`config.mk`:
```
export PLATFORM = sky130hd
export DESIGN_NAME = ibuf_top
export DESIGN_NICKNAME = d
export VERILOG_FILES = /design/src/verilog/ibuf_pkg.sv /design/src/verilog/fetch_bank_if.sv /design/src/verilog/slot_control.sv /design/src/verilog/line_bank.sv /design/src/verilog/ibuf_top.sv
export SDC_FILE = /design/constraint.sdc
export NUM_CORES = 1
export LEC_CHECK = 0
export ABC_AREA = 1
export BUFFER_PORTS_ARGS = -buffer_cell sky130_fd_sc_hd__buf_2
export CAP_MARGIN = 5
export CORE_AREA = 2 2 311 313
export DETAILED_ROUTE_END_ITERATION = 10
export DIE_AREA = 0 0 313 315
export PLACE_DENSITY_LB_ADDON = 0.25
export SLEW_MARGIN = 10
export SYNTH_ARGS = -nofsm -noshare
export SYNTH_HDL_FRONTEND = slang
export SYNTH_SLANG_ARGS = --single-unit
```
`constraint.sdc`:
```
create_clock -name clk -period 7.7 [get_ports clk]
set_clock_uncertainty 0.05 [all_clocks]
set_input_delay 0.77 -clock clk [delete_from_list [all_inputs] [get_ports clk]]
set_output_delay 0.77 -clock clk [all_outputs]
set_load 0.005 [all_outputs]
```
`src/verilog/ibuf_pkg.sv`:
```
`default_nettype none

package ibuf_pkg;

    // default line width, 16 bytes per fetch line
    localparam int LINE_W = 128;

    // one fetched cache line
    typedef logic [LINE_W-1:0] line_t;

    // two slots per bank, even and odd banks interleaved
    localparam int NUM_SLOTS  = 4;
    localparam int SLOT_IDX_W = 2;

    typedef logic [SLOT_IDX_W-1:0] slot_idx_t;

    // byte offset inside a line
    localparam int OFFSET_W = 4;

    // buffer instruction pointer with the slot index above the byte offset
    typedef struct packed {
        slot_idx_t           slot;
        logic [OFFSET_W-1:0] offset;
    } bip_t;

    // one bit per slot, indexed by slot number
    typedef logic [NUM_SLOTS-1:0] slot_vec_t;

    // slot names, bit 0 of the index is the bank (0 even, 1 odd)
    localparam slot_idx_t SLOT_00 = 2'b00;
    localparam slot_idx_t SLOT_01 = 2'b01;
    localparam slot_idx_t SLOT_10 = 2'b10;
    localparam slot_idx_t SLOT_11 = 2'b11;

endpackage

`default_nettype wire

```
`src/verilog/fetch_bank_if.sv`:
```
`timescale 1ns/1ps
`default_nettype none

interface fetch_bank_if #(
    parameter int LINE_W = $bits(ibuf_pkg::line_t)
);
    import ibuf_pkg::*;

    // line coming out of this fetch bank
    logic [LINE_W-1:0] line;

    // low bits of the fetch pointer, picks the target slot
    slot_idx_t slot_sel;

    // cache miss on this bank
    logic miss;

    // fetch stage wait, holds the bank like a miss
    logic stall;

    // driven from the top level ports
    modport src (output line, output slot_sel, output miss, output stall);

    // control reads the slot bits and hold signals, banks read the line
    modport dst (input line, input slot_sel, input miss, input stall);

endinterface

`default_nettype wire

```
`src/verilog/slot_control.sv`:
```
`timescale 1ns/1ps
`default_nettype none

module slot_control (
    input  logic                is_init_i,
    input  logic                is_resteer_i,
    input  logic                is_br_i,
    fetch_bank_if.dst           even_i,
    fetch_bank_if.dst           odd_i,
    input  ibuf_pkg::bip_t      new_bip_i,
    input  ibuf_pkg::bip_t      old_bip_i,
    input  ibuf_pkg::slot_vec_t valid_i,
    output ibuf_pkg::slot_vec_t load_o,
    output ibuf_pkg::slot_vec_t inval_o,
    output logic                even_loaded_o,
    output logic                odd_loaded_o
);
    import ibuf_pkg::*;

    // slots that may take each bank's line
    localparam slot_vec_t EVEN_SLOTS = slot_vec_t'((1 << SLOT_00) | (1 << SLOT_10));
    localparam slot_vec_t ODD_SLOTS  = slot_vec_t'((1 << SLOT_01) | (1 << SLOT_11));

    // control flow change, any flush source
    logic cf;

    // decoded fetch position per bank, masked to that bank's parity
    slot_vec_t even_hit;
    slot_vec_t odd_hit;

    // bank has neither a miss nor a wait
    logic even_go;
    logic odd_go;

    // slots asked for by a fetch that is free to deliver
    slot_vec_t want;
    slot_vec_t load_vec;

    // bip wrapped back inside a line
    logic wrap;
    slot_vec_t wrap_vec;
    slot_vec_t inval_vec;

    // one-hot slot decode
    function automatic slot_vec_t decode_slot(input slot_idx_t idx);
        slot_vec_t vec;
        vec = '0;
        vec[idx] = 1'b1;
        return vec;
    endfunction

    // init, resteer and branch all discard the buffered lines
    assign cf = is_init_i | is_resteer_i | is_br_i;

    // an even fetch pointing at an odd slot selects nothing
    assign even_hit = decode_slot(even_i.slot_sel) & EVEN_SLOTS;
    assign odd_hit  = decode_slot(odd_i.slot_sel) & ODD_SLOTS;

    // miss or wait holds the bank, upstream presents the line again
    assign even_go = ~even_i.miss & ~even_i.stall;
    assign odd_go  = ~odd_i.miss & ~odd_i.stall;

    always_comb begin
        want = '0;
        if (even_go) begin
            want = want | even_hit;
        end
        if (odd_go) begin
            want = want | odd_hit;
        end
    end

    // only empty slots load, so an occupied slot keeps its line
    always_comb begin
        if (cf) begin
            // nothing loads in the flush cycle
            load_vec = '0;
        end else begin
            load_vec = want & ~valid_i;
        end
    end

    assign load_o = load_vec;

    // per bank loaded flags, same cycle as the load decision
    assign even_loaded_o = |(load_vec & EVEN_SLOTS);
    assign odd_loaded_o  = |(load_vec & ODD_SLOTS);

    // smaller new offset means the pointer left the old line
    assign wrap = new_bip_i.offset < old_bip_i.offset;

    always_comb begin
        wrap_vec = '0;
        if (wrap) begin
            // drop only the line the old pointer sat in
            wrap_vec = decode_slot(old_bip_i.slot);
        end
    end

    always_comb begin
        if (cf) begin
            inval_vec = '1;
        end else begin
            inval_vec = wrap_vec;
        end
    end

    // only valid slots get invalidated
    // keeps load and invalidate of one slot exclusive
    assign inval_o = inval_vec & valid_i;

endmodule

`default_nettype wire

```
`src/verilog/line_bank.sv`:
```
`timescale 1ns/1ps
`default_nettype none

module line_bank #(
    parameter int LINE_W = ibuf_pkg::LINE_W
) (
    input  logic              clk,
    input  logic              reset_i,
    fetch_bank_if.dst         fetch_i,
    input  logic [1:0]        load_i,
    input  logic [1:0]        inval_i,
    output logic [LINE_W-1:0] line_0_o,
    output logic [LINE_W-1:0] line_1_o,
    output logic [1:0]        valid_o
);

    // slots held by one bank
    localparam int BANK_SLOTS = 2;

    // line storage, one register per bank-local slot
    logic [LINE_W-1:0] line_q [BANK_SLOTS];

    // slot holds a usable line
    logic [BANK_SLOTS-1:0] valid_q;

    // both slots share the bank's fetch line
    always_ff @(posedge clk) begin
        if (reset_i) begin
            for (int s = 0; s < BANK_SLOTS; s++) begin
                line_q[s] <= '0;
            end
        end else begin
            for (int s = 0; s < BANK_SLOTS; s++) begin
                if (load_i[s]) begin
                    line_q[s] <= fetch_i.line;
                end
            end
        end
    end

    // invalidate leaves the line data in place
    always_ff @(posedge clk) begin
        if (reset_i) begin
            valid_q <= '0;
        end else begin
            for (int s = 0; s < BANK_SLOTS; s++) begin
                if (inval_i[s]) begin
                    valid_q[s] <= 1'b0;
                end else if (load_i[s]) begin
                    valid_q[s] <= 1'b1;
                end
            end
        end
    end

    assign line_0_o = line_q[0];
    assign line_1_o = line_q[1];
    assign valid_o  = valid_q;

endmodule

`default_nettype wire

```
`src/verilog/ibuf_top.sv`:
```
`timescale 1ns/1ps
`default_nettype none

module ibuf_top #(
    parameter int LINE_W = ibuf_pkg::LINE_W
) (
    input  logic                clk,
    input  logic                reset_i,

    // flush sources
    input  logic                is_init_i,
    input  logic                is_resteer_i,
    input  logic                is_br_i,

    // fetched lines
    input  ibuf_pkg::line_t     line_even_i,
    input  ibuf_pkg::line_t     line_odd_i,

    // fetch position low bits per bank
    input  ibuf_pkg::slot_idx_t fip_even_i,
    input  ibuf_pkg::slot_idx_t fip_odd_i,

    // hold conditions per bank
    input  logic                miss_even_i,
    input  logic                miss_odd_i,
    input  logic                wait_even_i,
    input  logic                wait_odd_i,

    // buffer pointer before and after this cycle's advance
    input  ibuf_pkg::bip_t      new_bip_i,
    input  ibuf_pkg::bip_t      old_bip_i,

    output logic [LINE_W-1:0]   line_00_o,
    output logic [LINE_W-1:0]   line_01_o,
    output logic [LINE_W-1:0]   line_10_o,
    output logic [LINE_W-1:0]   line_11_o,
    output ibuf_pkg::slot_vec_t valid_o,
    output logic                even_loaded_o,
    output logic                odd_loaded_o
);
    import ibuf_pkg::*;

    // per-slot control, indexed by slot number
    slot_vec_t slot_load;
    slot_vec_t slot_inval;
    slot_vec_t slot_valid;

    // bank-local views, bit 0 is the low slot of the bank
    logic [1:0] even_load;
    logic [1:0] even_inval;
    logic [1:0] even_valid;
    logic [1:0] odd_load;
    logic [1:0] odd_inval;
    logic [1:0] odd_valid;

    fetch_bank_if #(.LINE_W(LINE_W)) even_bank ();
    fetch_bank_if #(.LINE_W(LINE_W)) odd_bank ();

    // even fetch bank
    assign even_bank.line     = LINE_W'(line_even_i);
    assign even_bank.slot_sel = fip_even_i;
    assign even_bank.miss     = miss_even_i;
    assign even_bank.stall    = wait_even_i;

    // odd fetch bank
    assign odd_bank.line     = LINE_W'(line_odd_i);
    assign odd_bank.slot_sel = fip_odd_i;
    assign odd_bank.miss     = miss_odd_i;
    assign odd_bank.stall    = wait_odd_i;

    slot_control u_slot_control (
        .is_init_i     (is_init_i),
        .is_resteer_i  (is_resteer_i),
        .is_br_i       (is_br_i),
        .even_i        (even_bank),
        .odd_i         (odd_bank),
        .new_bip_i     (new_bip_i),
        .old_bip_i     (old_bip_i),
        .valid_i       (slot_valid),
        .load_o        (slot_load),
        .inval_o       (slot_inval),
        .even_loaded_o (even_loaded_o),
        .odd_loaded_o  (odd_loaded_o)
    );

    // even bank holds slots 00 and 10
    assign even_load  = {slot_load[SLOT_10], slot_load[SLOT_00]};
    assign even_inval = {slot_inval[SLOT_10], slot_inval[SLOT_00]};

    // odd bank holds slots 01 and 11
    assign odd_load  = {slot_load[SLOT_11], slot_load[SLOT_01]};
    assign odd_inval = {slot_inval[SLOT_11], slot_inval[SLOT_01]};

    line_bank #(.LINE_W(LINE_W)) u_even_bank (
        .clk      (clk),
        .reset_i  (reset_i),
        .fetch_i  (even_bank),
        .load_i   (even_load),
        .inval_i  (even_inval),
        .line_0_o (line_00_o),
        .line_1_o (line_10_o),
        .valid_o  (even_valid)
    );

    line_bank #(.LINE_W(LINE_W)) u_odd_bank (
        .clk      (clk),
        .reset_i  (reset_i),
        .fetch_i  (odd_bank),
        .load_i   (odd_load),
        .inval_i  (odd_inval),
        .line_0_o (line_01_o),
        .line_1_o (line_11_o),
        .valid_o  (odd_valid)
    );

    // back to slot order for control and the valid output
    assign slot_valid[SLOT_00] = even_valid[0];
    assign slot_valid[SLOT_10] = even_valid[1];
    assign slot_valid[SLOT_01] = odd_valid[0];
    assign slot_valid[SLOT_11] = odd_valid[1];

    assign valid_o = slot_valid;

endmodule

`default_nettype wire

```
Word-level counts from Yosys, hierarchy flattened:

Memory sizes are Yosys's and may differ from the RTL's.
Cells that the tools add are included.

* bits in registers: 4
* memory bits (writable): 512
* bits of input ports: 281
* memories kept: 2
* word-level logic and storage cells: 67
* output and inout bits: 518

* bitwise logic cells: 16
* reduce and logical (&&, ||, !) cells: 9
* multiplexer cells: 29
* magnitude comparators: 7

Memory list
* u_even_bank.line_q: depth 2, width 128, rd ports 2, clocked after Yosys merged registers in 0, write ports 2, RTL line line_bank.sv:21 `logic [LINE_W-1:0] line_q [BANK_SLOTS];`
* u_odd_bank.line_q: depth 2, width 128, rd ports 2, clocked after Yosys merged registers in 0, write ports 2, RTL line line_bank.sv:21

Operators with widths (number)
* two-way mux 128 bit: 4
* two-way mux 1 bit: 17
* two-way mux 4 bit: 4
* OR reduction 2 bit: 6
* less-than comparator 2 x 3 -> 1 bit (second input constant): 3
* AND 4 bit: 2
* demux 1 bit (select 2 bit): 3
* >= comparator 2 x 1 -> 1 bit (second input constant): 3
* bitwise OR 1 bit: 6
* less-than comparator 4 bit: 1
* inverter 1 bit: 4
* inverter 4 bit: 1
* bitwise OR 4 bit: 1
* logical AND 1 bit: 3
* two-way mux 3 bit: 1
* AND 1 bit: 2

Logic depth before layout (Yosys ltp):

Gate-level depths: netlist of run 1.

* depth after elaboration: 13
* mapped depth: 9
* gate-level depth less buffers: 8

By module:

Synthesis of run 1 repeated with hierarchy kept, for this count alone.

* cell total of the unflattened synthesis: 1154
* area total of the unflattened synthesis: 20143.1 µm²

By module, submodules not included
* line_bank: sequential area each 7727.4 µm², cells an instance 550, area an instance 9932.0 µm², times used 2
* slot_control: sequential area each 0.0 µm², cells an instance 54, area an instance 279.0 µm², times used 1

Least setup slack after synthesis of run 1:

OpenSTA, ideal clock, no wires.

* path kind: input port to flip-flop
* start point: input wait_odd_i
* end point: memory u_odd_bank.line_q[0][0], enable pin
* buffers on the path: 0
* stages on the path: 5
* required time: 7.158 ns
* arrival: 3.941 ns
* library setup time: 0.492 ns
* path slack: 3.217 ns
* cell sequence: nor2_2 -> nand3_2 -> nor2_2 -> nand2_2 -> nand2_1

RTL lines
* from (decl): RTL line ibuf_top.sv:27 `input logic wait_odd_i,`
* to (decl): RTL line line_bank.sv:21

==> results of run 1 <==
-- registers in the layout, indices dropped and copies added (netlist names) --
| signal | flops |
|---|---|
| u_odd_bank.valid_o | 2 |
| u_odd_bank.line_q | 256 |
| u_even_bank.valid_o | 2 |
| u_even_bank.line_q | 256 |
-- placed cells by master, fill, tap and decap left out --
cell and n:
sky130_fd_sc_hd__inv_1 274, sky130_fd_sc_hd__nand2_1 20, sky130_fd_sc_hd__nand4_4 1, sky130_fd_sc_hd__nor2_4 201, sky130_fd_sc_hd__clkinv_4 2, sky130_fd_sc_hd__nand3_1 4, sky130_fd_sc_hd__a21oi_1 5, sky130_fd_sc_hd__ha_1 3
sky130_fd_sc_hd__clkbuf_16 57, sky130_fd_sc_hd__diode_2 2, sky130_fd_sc_hd__nand3_2 3, sky130_fd_sc_hd__nand2_4 5, sky130_fd_sc_hd__inv_2 1, sky130_fd_sc_hd__nor2_1 60, sky130_fd_sc_hd__clkinv_1 13, sky130_fd_sc_hd__inv_6 2
sky130_fd_sc_hd__clkinvlp_4 5, sky130_fd_sc_hd__buf_12 3, sky130_fd_sc_hd__clkbuf_1 8, sky130_fd_sc_hd__edfxtp_1 512, sky130_fd_sc_hd__bufinv_16 4, sky130_fd_sc_hd__buf_4 6, sky130_fd_sc_hd__clkinv_2 11, sky130_fd_sc_hd__nand2_2 3
sky130_fd_sc_hd__buf_2 796, sky130_fd_sc_hd__nor2_2 3, sky130_fd_sc_hd__nand2_8 2, sky130_fd_sc_hd__dfxtp_1 4
-- cell type report --
| class | count | area, µm² |
|---|---|---|
| tap | 1276 | 1597 |
| antenna | 2 | 5.005 |
| timing repair buffer | 805 | 4089 |
| fill | 9951 | 68950 |
| clock buffer | 65 | 1456 |
| multi-input combinational | 310 | 2831 |
| clock inverter | 36 | 292.8 |
| sequential | 516 | 15450 |
| inverter | 276 | 1036 |
-- path summary, 6_finish.rpt --
path / start / to / slack (ns) / depth (start not counted)
worst max register to register: u_even_bank.valid_o[1] / u_even_bank.line_q[0][198] / 5.16 / 6
worst min-delay path: u_even_bank.valid_o[0] / u_even_bank.valid_o[0] / 0.41 / 1
worst max-delay path: reset_i / u_even_bank.line_q[0][198] / 4.74 / 5
worst min register to register: u_even_bank.valid_o[0] / u_even_bank.valid_o[0] / 0.41 / 1
-- per-layer routing --
layer / part of all wire / wire [µm] / vias to the layer above
met5: 0.0013 / 74 / -
met4: 0.025 / 1421 / 12
met3: 0.12 / 6417 / 92
met2: 0.51 / 28450 / 560
met1: 0.35 / 19430 / 5413
li1: - / - / 5374
-- power breakdown --
group,internal (mW),leakage (nW),switching [mW],total [mW]
clock network,1.48,0.848,1.10,2.58
logic,0.140,5.65,0.225,0.365
registers,3.19,5.30,0.0304,3.22
-- cell families after synthesis --
| family | count (synthesis) | share of synthesized area |
|---|---|---|
| buf+inv | 304 | 0.07805 |
| fa+ha+maj | 3 | 0.001898 |
| simple gates | 302 | 0.1376 |
| compound gates | 5 | 0.001265 |
| flops | 516 | 0.7812 |
-- per-stage QoR --
stage	cell area (µm²)	setup WS (ns)	power (mW)	std cells	utilization
floorplan	19780	3.217	3.422	1130	-
global placement	25010	4.166	3.657	3183	0.2613
detailed placement	25010	4.111	3.656	3183	0.2613
CTS	26760	4.797	6.289	3284	0.2796
global route	26760	4.686	6.412	3285	0.2796
finish	26760	4.736	6.169	3286	0.2796
==> PnR_summary.wiki, run 1 <==
{| class="wikitable"
! Metric !! Value
|-
| Total wire length after detailed routing || 55.80 mm
|-
| CTS sink count || between 500 and 600
|-
| Slowest stage delay, CP || 0.85 ns
|-
| Reported max-cap violation count || 0
|-
| RSZ-0062 raised after global routing || false
|-
| Effective utilization at floorplan || 0.2067
|-
| Type of element capturing the critical path || flop
|-
| Gr usage total || 0.1083
|-
| CTS buffer count || 57
|-
| Detail Placement HPWL || 41.67 mm
|-
| Width of the die || about 310 µm
|-
| Path class of the lowest-slack min-delay path || reg -> reg
|-
| Number of resized instances in the post-cts repair step || 0
|-
| Count of synthesis-stage warnings from yosys || 0
|-
| Chain of cells forming the critical path || buf_2 > clkinv_1 > nand2_8 > buf_12 > nor2_4
|-
| Post-synth ARST share || 0
|-
| Buffer cell driving the clock tree root || sky130_fd_sc_hd__clkbuf_16
|-
| Routability-driven placement congestion ratio || 0.7835
|-
| Endpoint required time on the critical path || ~8 ns
|-
| Most frequent cells after synthesis || 512 x sky130_fd_sc_hd__edfxtp_1, 274 x sky130_fd_sc_hd__inv_1, 201 x sky130_fd_sc_hd__nor2_4
|-
| Tightest slew margin relative to the limit || 0.2335
|-
| Cell at the slowest stage of the critical path || sky130_fd_sc_hd__nand2_8
|-
| Kind of critical path || in -> reg
|-
| Most used DFF post-synth || sky130_fd_sc_hd__edfxtp_1
|-
| Max-slew violations || 0
|-
| Antenna violations before repair || 15
|-
| First-pass detailed-route iteration total || 4
|-
| Data arrival time of the worst path || roughly 3.3 ns
|-
| Vias in the first global route || approximately 12000
|-
| Site row count || 114
|-
| Smallest hold slack || 0.4101 ns
|-
| Clock tree from TritonCTS || yes
|-
| Final worst-path cycle share || 0.3849
|-
| Core Area || 95710 µm²
|-
| Count of boundary I/O pins || 799
|-
| Most used routing layer in global routing || met2
|-
| Clock insertion delay at the later pin of the skew report || 0.60 ns
|-
| Post-synthesis sequential area ratio || 0.7812
|-
| Cell type with the highest aggregate area in the netlist || sky130_fd_sc_hd__edfxtp_1
|-
| Net count of the mapped netlist || 1414
|-
| Largest net degree at the start of global routing || 97
|-
| DRC violations left || 0
|-
| Static leakage || 11.80 nW
|-
| Via count of the routed design || 11450
|-
| Setup-failing EPs final || 0
|-
| Vertical die dimension || 315 µm
|-
| Synth top area share || 0.7772
|-
| Slew @ Worst Pin || 1.150 ns
|-
| Met1 demand-to-capacity share in global routing || 0.1131
|-
| Average footprint of a synthesized cell || 17.51 µm²
|-
| Largest buffer count on any clock path || 3
|-
| Worst Setup Start Kind || input pin
|-
| Post-Synthesis Cells || 1130
|-
| WL/cell || about 17 µm
|-
| Overflow left after global routing || 0
|-
| Layout cells sized above 1 || 0.5503
|-
| Cell with the most instances after synthesis || sky130_fd_sc_hd__edfxtp_1
|-
| Global-route met3 utilization || 0.05381
|-
| Buffers inserted during post-CTS setup optimization || 0
|-
| Met2 global-route usage || 0.1903
|-
| Post-synth EDFFs || 512
|-
| Fin Setup TNS || 0 ns
|-
| Maximum ir drop on the vdd rail || 0.0001430 V
|-
| Post-Syn Area || 19780 µm²
|-
| Biggest area contributors in the synthesized netlist || sky130_fd_sc_hd__edfxtp_1 78%, sky130_fd_sc_hd__nor2_4 11%, sky130_fd_sc_hd__inv_1 5.2%
|-
| IO buf count || 796
|-
| First-iteration detailed-routing DRC count || 557
|-
| Upper clock frequency limit || 337.4 MHz
|-
| Number of hold-slack violations in the final timing report || 0
|-
| Power per standard cell area || 230.5 nW/µm²
|-
| Library cells used by synthesis || 18
|-
| Final nets || around 2300
|-
| Syn-to-layout area delta || 35.28%
|-
| CTS H-tree lvls || 2
|-
| Final Critical Period || just under 3 ns
|-
| Max FO, Critical Path || 71
|-
| Area enclosed by the die boundary || around 100000 µm²
|-
| Combined buffer and inverter count along the critical path || 3
|-
| Result of the run || complete, no violations
|-
| CP delay by family, top || buffers and inverters
|-
| Final ANT Viol Nets || 0
|-
| Clk slew on worst S/H paths || about 0.060 ns
|-
| Wire length of the first global-routing pass || 79.33 mm
|-
| Hold_buf cts || 0
|-
| Vias per inst || 3.485
|-
| Number of flip-flops and latches in the synthesized netlist || 516
|}
Power figures use the tool's default switching activity.
==> run 2: changes to the inputs <==
clock period = 2.8 ns   (was 7.7 ns; I/O delays follow)
==> PnR_summary.wiki, run 2 (synthesized netlist as in run 1, its figures left out) <==
{| class="wikitable"
! Metric !! Value
|-
| Result of the run || complete, no violations
|-
| Number of filler instances in the final layout || 9671
|-
| Overflow left after global routing || 0
|-
| Path class of the lowest-slack min-delay path || in -> reg
|-
| Syn-to-layout area delta || 50.55%
|-
| Routability-driven placement congestion ratio || 0.7936
|-
| Proportion of power drawn by combinational gates || 0.077
|-
| Tightest slew margin relative to the limit || 0.5629
|-
| Core Area || 95710 µm²
|-
| Post-route setup slack || 0.8996 ns
|-
| Wire length of the first global-routing pass || 84.59 mm
|-
| Power per standard cell area || 591.6 nW/µm²
|-
| Kind of critical path || reg -> reg
|-
| Static leakage || 13.11 nW
|-
| Clock network fraction of total power || 0.421
|-
| Largest net degree at the start of global routing || 54
|-
| Data arrival time of the worst path || 2.18 ns
|-
| Gr usage total || 0.1148
|-
| First-pass detailed-route iteration total || 4
|-
| Clock tree from TritonCTS || yes
|-
| Number of resized instances in the post-cts repair step || 0
|-
| Vias in the first global route || around 14000
|-
| Vias per inst || 3.540
|-
| Via count of the routed design || around 13000
|-
| Sw Share || 0.2167
|-
| Final Critical Period || 1.900 ns
|-
| Portion of total power attributed to sequential cells || 0.502
|-
| Clk slew on worst S/H paths || 0.06 ns
|-
| Most common cell after layout, fill and taps aside || sky130_fd_sc_hd__buf_2
|-
| Setup slack on the worst flop-to-flop path || 0.90 ns
|-
| CTS buffer count || 57
|-
| Site row count || 114
|-
| Post-layout util || 0.3112
|-
| Count of boundary I/O pins || 799
|-
| Width of the die || between 300 and 400 µm
|-
| Hold_buf cts || around 260
|-
| Slew @ Worst Pin || 0.6557 ns
|-
| Maximum ir drop on the vdd rail || 0.0004427 V
|-
| DRC violations left || 0
|-
| Final nets || around 2500
|-
| Setup-failing EPs final || 0
|-
| Buffers inserted during post-CTS setup optimization || 0
|-
| Total wire length after detailed routing || a little under 60 mm
|-
| Commonest cells after routing, fill and taps aside || 796 x sky130_fd_sc_hd__buf_2, 512 x sky130_fd_sc_hd__edfxtp_1, 274 x sky130_fd_sc_hd__inv_1, 256 x sky130_fd_sc_hd__dlygate4sd3_1, 201 x sky130_fd_sc_hd__nor2_4
|-
| Largest registers || u_even_bank.line_q (256), u_odd_bank.line_q (256)
|-
| CTS H-tree lvls || 2
|-
| CTS sink count || just over 500
|-
| Clock insertion delay at the later pin of the skew report || around 0.60 ns
|-
| Detail Placement HPWL || 44.77 mm
|-
| Max FO, Critical Path || 53
|-
| Reported max-cap violation count || 0
|-
| Internal portion of total power || 13.80 mW
|-
| Endpoint required time on the critical path || slightly above 3 ns
|-
| RSZ-0062 raised after global routing || false
|-
| Area occupied by multi-input gates || 2867 µm²
|-
| Fin Setup TNS || 0 ns
|-
| WL/cell || 16.56 µm
|-
| Vertical die dimension || 315 µm
|-
| Upper clock frequency limit || 526.2 MHz
|-
| Number of hold-slack violations in the final timing report || 0
|-
| Layout cells sized above 1 || 0.4965
|-
| Final worst-path cycle share || 0.6787
|-
| Final ANT Viol Nets || 0
|-
| Antenna violations before repair || 12
|-
| Largest buffer count on any clock path || 3
|-
| First-iteration detailed-routing DRC count || 597
|-
| Worst Setup Start Kind || flop
|-
| Finished layout cell area || 29780 µm²
|-
| Post-detailed-placement cell area || 25370 µm²
|-
| Power after layout || 17.62 mW
|-
| Buffer cell driving the clock tree root || sky130_fd_sc_hd__clkbuf_16
|-
| Area enclosed by the die boundary || between 90000 and 100000 µm²
|-
| IO buf count || roughly 800
|-
| Max-slew violations || 0
|-
| DP Worst Slack || 0.4876 ns
|-
| Type of element capturing the critical path || flop
|-
| Switching power of the nets || about 3.8 mW
|-
| Effective utilization at floorplan || 0.2067
|-
| Footprint of the flip-flops and latches || 15450 µm²
|}
==> run 2: final cells by class <==
class	instances	share of cell area
well taps	1276	0.05360
clock inverters	31	0.01084
clock buffers	70	0.05096
repair buffers	1093	0.2343
diodes	4	0.0003361
multi-input cells	310	0.09624
flip-flops and latches	516	0.5189
inverters	276	0.03478
==> run 2: worst paths after layout <==
kind / cells after the start / endpoint / from
worst max register to register: 6 / u_even_bank.line_q[0][123] / u_even_bank.valid_o[0]
worst min-delay path: 3 / u_even_bank.line_q[0][178] / line_even_i[50]
worst min register to register: 1 / u_odd_bank.valid_o[1] / u_odd_bank.valid_o[1]
worst max-delay path: 6 / u_even_bank.line_q[0][123] / u_even_bank.valid_o[0]
==> run 2: critical path, cell delays in order, from the launching register on <==
cell and delay (ns):
sky130_fd_sc_hd__dfxtp_1 0.35, sky130_fd_sc_hd__inv_1 0.07, sky130_fd_sc_hd__nand3_2 0.15, sky130_fd_sc_hd__nand2_2 0.12
sky130_fd_sc_hd__nand2_8 0.20, sky130_fd_sc_hd__buf_12 0.47, sky130_fd_sc_hd__nor2_1 0.14
==> run 2: layer usage <==
layer  part of all wire  vias up  GRT usage
li1                   -     5953          -
met1               0.36     6044     0.1210
met2               0.51      569     0.2046
met3               0.11       82    0.05480
met4              0.020       10    0.02947
met5             0.0010        -          0
==> run 2: power by group through the flow <==
| stage | combinational, mW | sequential [mW] | clock (mW) |
|---|---|---|---|
| after floorplan | 0.319 | 9.07 | 0 |
| after global placement | 1.09 | 9.00 | 0 |
| after detailed placement | 1.08 | 9.01 | 0 |
| after CTS | 1.39 | 8.85 | 7.68 |
| after global routing | 1.47 | 8.87 | 7.97 |
| final | 1.35 | 8.85 | 7.43 |
==> run 2: stage by stage <==
stage | cells | hold slack [ns]
2_1_floorplan | 1130 | 0.4018
3_3_place_gp | 3215 | 0.3937
6_report | 3576 | 0.04010
3_5_place_dp | 3215 | 0.3881
4_1_cts | 3572 | 0.0003839
5_1_grt | 3572 | 0.002123
==> run 3: changes to the inputs <==
clock period = 1.9 ns   (was 2.8 ns; I/O delays follow)
==> PnR_summary.wiki, run 3 (synthesized netlist as in run 1, its figures left out) <==
{| class="wikitable"
! Metric !! Value
|-
| Tightest slew margin relative to the limit || 0.7429
|-
| Layout cells sized above 1 || 0.5030
|-
| Via count of the routed design || 12780
|-
| Setup slack on the worst flop-to-flop path || 0.31 ns
|-
| Endpoint required time on the critical path || between 1.5 and 2 ns
|-
| Largest registers || u_even_bank.line_q (256), u_odd_bank.line_q (256)
|-
| Clock insertion delay at the later pin of the skew report || 0.60 ns
|-
| Commonest cells after routing, fill and taps aside || 796 x sky130_fd_sc_hd__buf_2, 512 x sky130_fd_sc_hd__edfxtp_1, 274 x sky130_fd_sc_hd__inv_1, 265 x sky130_fd_sc_hd__dlygate4sd3_1, 201 x sky130_fd_sc_hd__nor2_4
|-
| Type of element capturing the critical path || output port
|-
| Count of boundary I/O pins || 799
|-
| First-pass detailed-route iteration total || 7
|-
| Power per standard cell area || 859.7 nW/µm²
|-
| First-iteration detailed-routing DRC count || 516
|-
| Final worst-path cycle share || 0.9467
|-
| Worst R2R Path Depth || 7
|-
| Largest net degree at the start of global routing || 35
|-
| Path class of the lowest-slack min-delay path || in -> reg
|-
| RR Endpoint || u_even_bank.line_q[0][68]
|-
| CTS H-tree lvls || 2
|-
| Slew @ Worst Pin || 0.3856 ns
|-
| Area enclosed by the die boundary || between 90000 and 100000 µm²
|-
| Maximum ir drop on the vdd rail || 0.0005844 V
|-
| Worst Setup Start Kind || input pin
|-
| Gr usage total || 0.1167
|-
| DRC violations left || 0
|-
| Vertical die dimension || 315 µm
|-
| Vias in the first global route || 13750
|-
| Cell at the slowest stage of the critical path || sky130_fd_sc_hd__dlygate4sd3_1
|-
| Reported max-cap violation count || 0
|-
| IO buf count || about 800
|-
| Core Area || between 90000 and 100000 µm²
|-
| Total wire length after detailed routing || 59.92 mm
|-
| Number of placed instances, taps included || 3257
|-
| Hold_buf cts || 265
|-
| Final Critical Period || 1.799 ns
|-
| Data arrival time of the worst path || approximately 1.6 ns
|-
| Overflow left after global routing || 0
|-
| Number of filler instances in the final layout || 9618
|-
| Result of the run || complete, no violations
|-
| Buffers inserted during post-CTS setup optimization || 0
|-
| Syn-to-layout area delta || 53.22%
|-
| Reg-to-Reg Start || u_even_bank.valid_o[0]
|-
| Effective utilization at floorplan || 0.2067
|-
| Clk slew on worst S/H paths || roughly 0.06 ns
|-
| CTS buffer count || between 50 and 60
|-
| Buffer cell driving the clock tree root || sky130_fd_sc_hd__clkbuf_16
|-
| Number of hold-slack violations in the final timing report || 0
|-
| Static leakage || 13.38 nW
|-
| WL/cell || 16.51 µm
|-
| CTS sink count || 516
|-
| Max FO, Critical Path || 3
|-
| Largest buffer count on any clock path || 3
|-
| Number of resized instances in the post-cts repair step || 0
|-
| Start point of the critical path || miss_odd_i
|-
| Site row count || 114
|-
| Clock tree from TritonCTS || yes
|-
| Kind of critical path || in -> out
|-
| Post-route setup slack || 0.1012 ns
|-
| Routability-driven placement congestion ratio || 0.7903
|-
| Chain of cells forming the critical path || dlygate4sd3_1 > buf_2 > nor2_2 > nand3_2 > nor2_2 > nand2_2 > nand2_4 > buf_2
|-
| Setup-failing EPs final || 0
|-
| Wire length of the first global-routing pass || roughly 86 mm
|-
| Final ANT Viol Nets || 0
|-
| Width of the die || roughly 310 µm
|-
| Vias per inst || 3.520
|-
| DP Worst Slack || 0.03883 ns
|-
| Count of non-filler cells in the finished layout || about 3600
|-
| Detail Placement HPWL || 45.67 mm
|-
| RSZ-0062 raised after global routing || false
|-
| Slowest stage delay, CP || 0.55 ns
|-
| Max-slew violations || 0
|-
| Upper clock frequency limit || 555.9 MHz
|-
| Timing endpoint of the critical path || odd_loaded_o
|-
| Most common cell after layout, fill and taps aside || sky130_fd_sc_hd__buf_2
|-
| Final nets || 2590
|-
| Antenna violations before repair || 9
|}
-- run 3: changes by cell type in the layout (fill, tap and decap cells not counted), sizes merged, moves of 3 or more --
cell	delta
buf	+42
dlygate4sd3	+9
clkinv	+5
diode	-3
-- run 3: final cells by class --
type                    instances  area (µm²)  area share
multi-input cells             310        2867     0.09457
clock inverters                35       324.1     0.01069
inverters                     276        1036     0.03418
diodes                          1       2.502  0.00008256
repair buffers               1144        7510      0.2478
clock buffers                  71        1521     0.05019
flip-flops and latches        516       15450      0.5099
well taps                    1276        1597     0.05267
-- run 3: worst min-delay path by stage --
stage                           startpoint                       end  depth (start not counted)
global route                 fip_even_i[1]    u_even_bank.valid_o[1]                          6
detailed placement  u_even_bank.valid_o[1]    u_even_bank.valid_o[1]                          1
floorplan                   line_even_i[0]  u_even_bank.line_q[0][0]                          2
CTS                           new_bip_i[3]     u_odd_bank.valid_o[1]                          6
finish                        new_bip_i[3]     u_odd_bank.valid_o[1]                          6
global placement    u_even_bank.valid_o[0]    u_even_bank.valid_o[0]                          1
-- run 3: metal layers --
| layer | track usage | part of all wire | up-vias |
|---|---|---|---|
| met5 | 0 | 0.0013 | - |
| met4 | 0.03273 | 0.021 | 12 |
| met3 | 0.05262 | 0.099 | 78 |
| met2 | 0.2100 | 0.52 | 561 |
| met1 | 0.1222 | 0.36 | 6066 |
| li1 | - | - | 6058 |
-- run 3: metrics by stage --
stage	TNS [ns]	util	power (mW)	hold slack, ns	area, µm²
3_5_place_dp	0	0.2697	14.94	0.4049	25810
5_1_grt	0	0.3167	27.11	0.07616	30310
4_1_cts	0	0.3167	26.54	0.02164	30310
2_1_floorplan	-88.81	-	13.82	0.3805	19810
3_3_place_gp	0	0.2697	14.94	0.4014	25810
6_report	0	0.3167	26.06	0.08445	30310
-- run 3: critical path: cells and delay by family --
kind	cells	cell delay, ns
buffers and inverters	3	0.82
and+or+nand+nor	5	0.54
-- run 3: power by group --
part           internal [mW]  switching, mW  total (mW)
Combinational           1.01           1.04        2.05
Sequential              12.9          0.131        13.0
Clock                   6.36           4.60        11.0
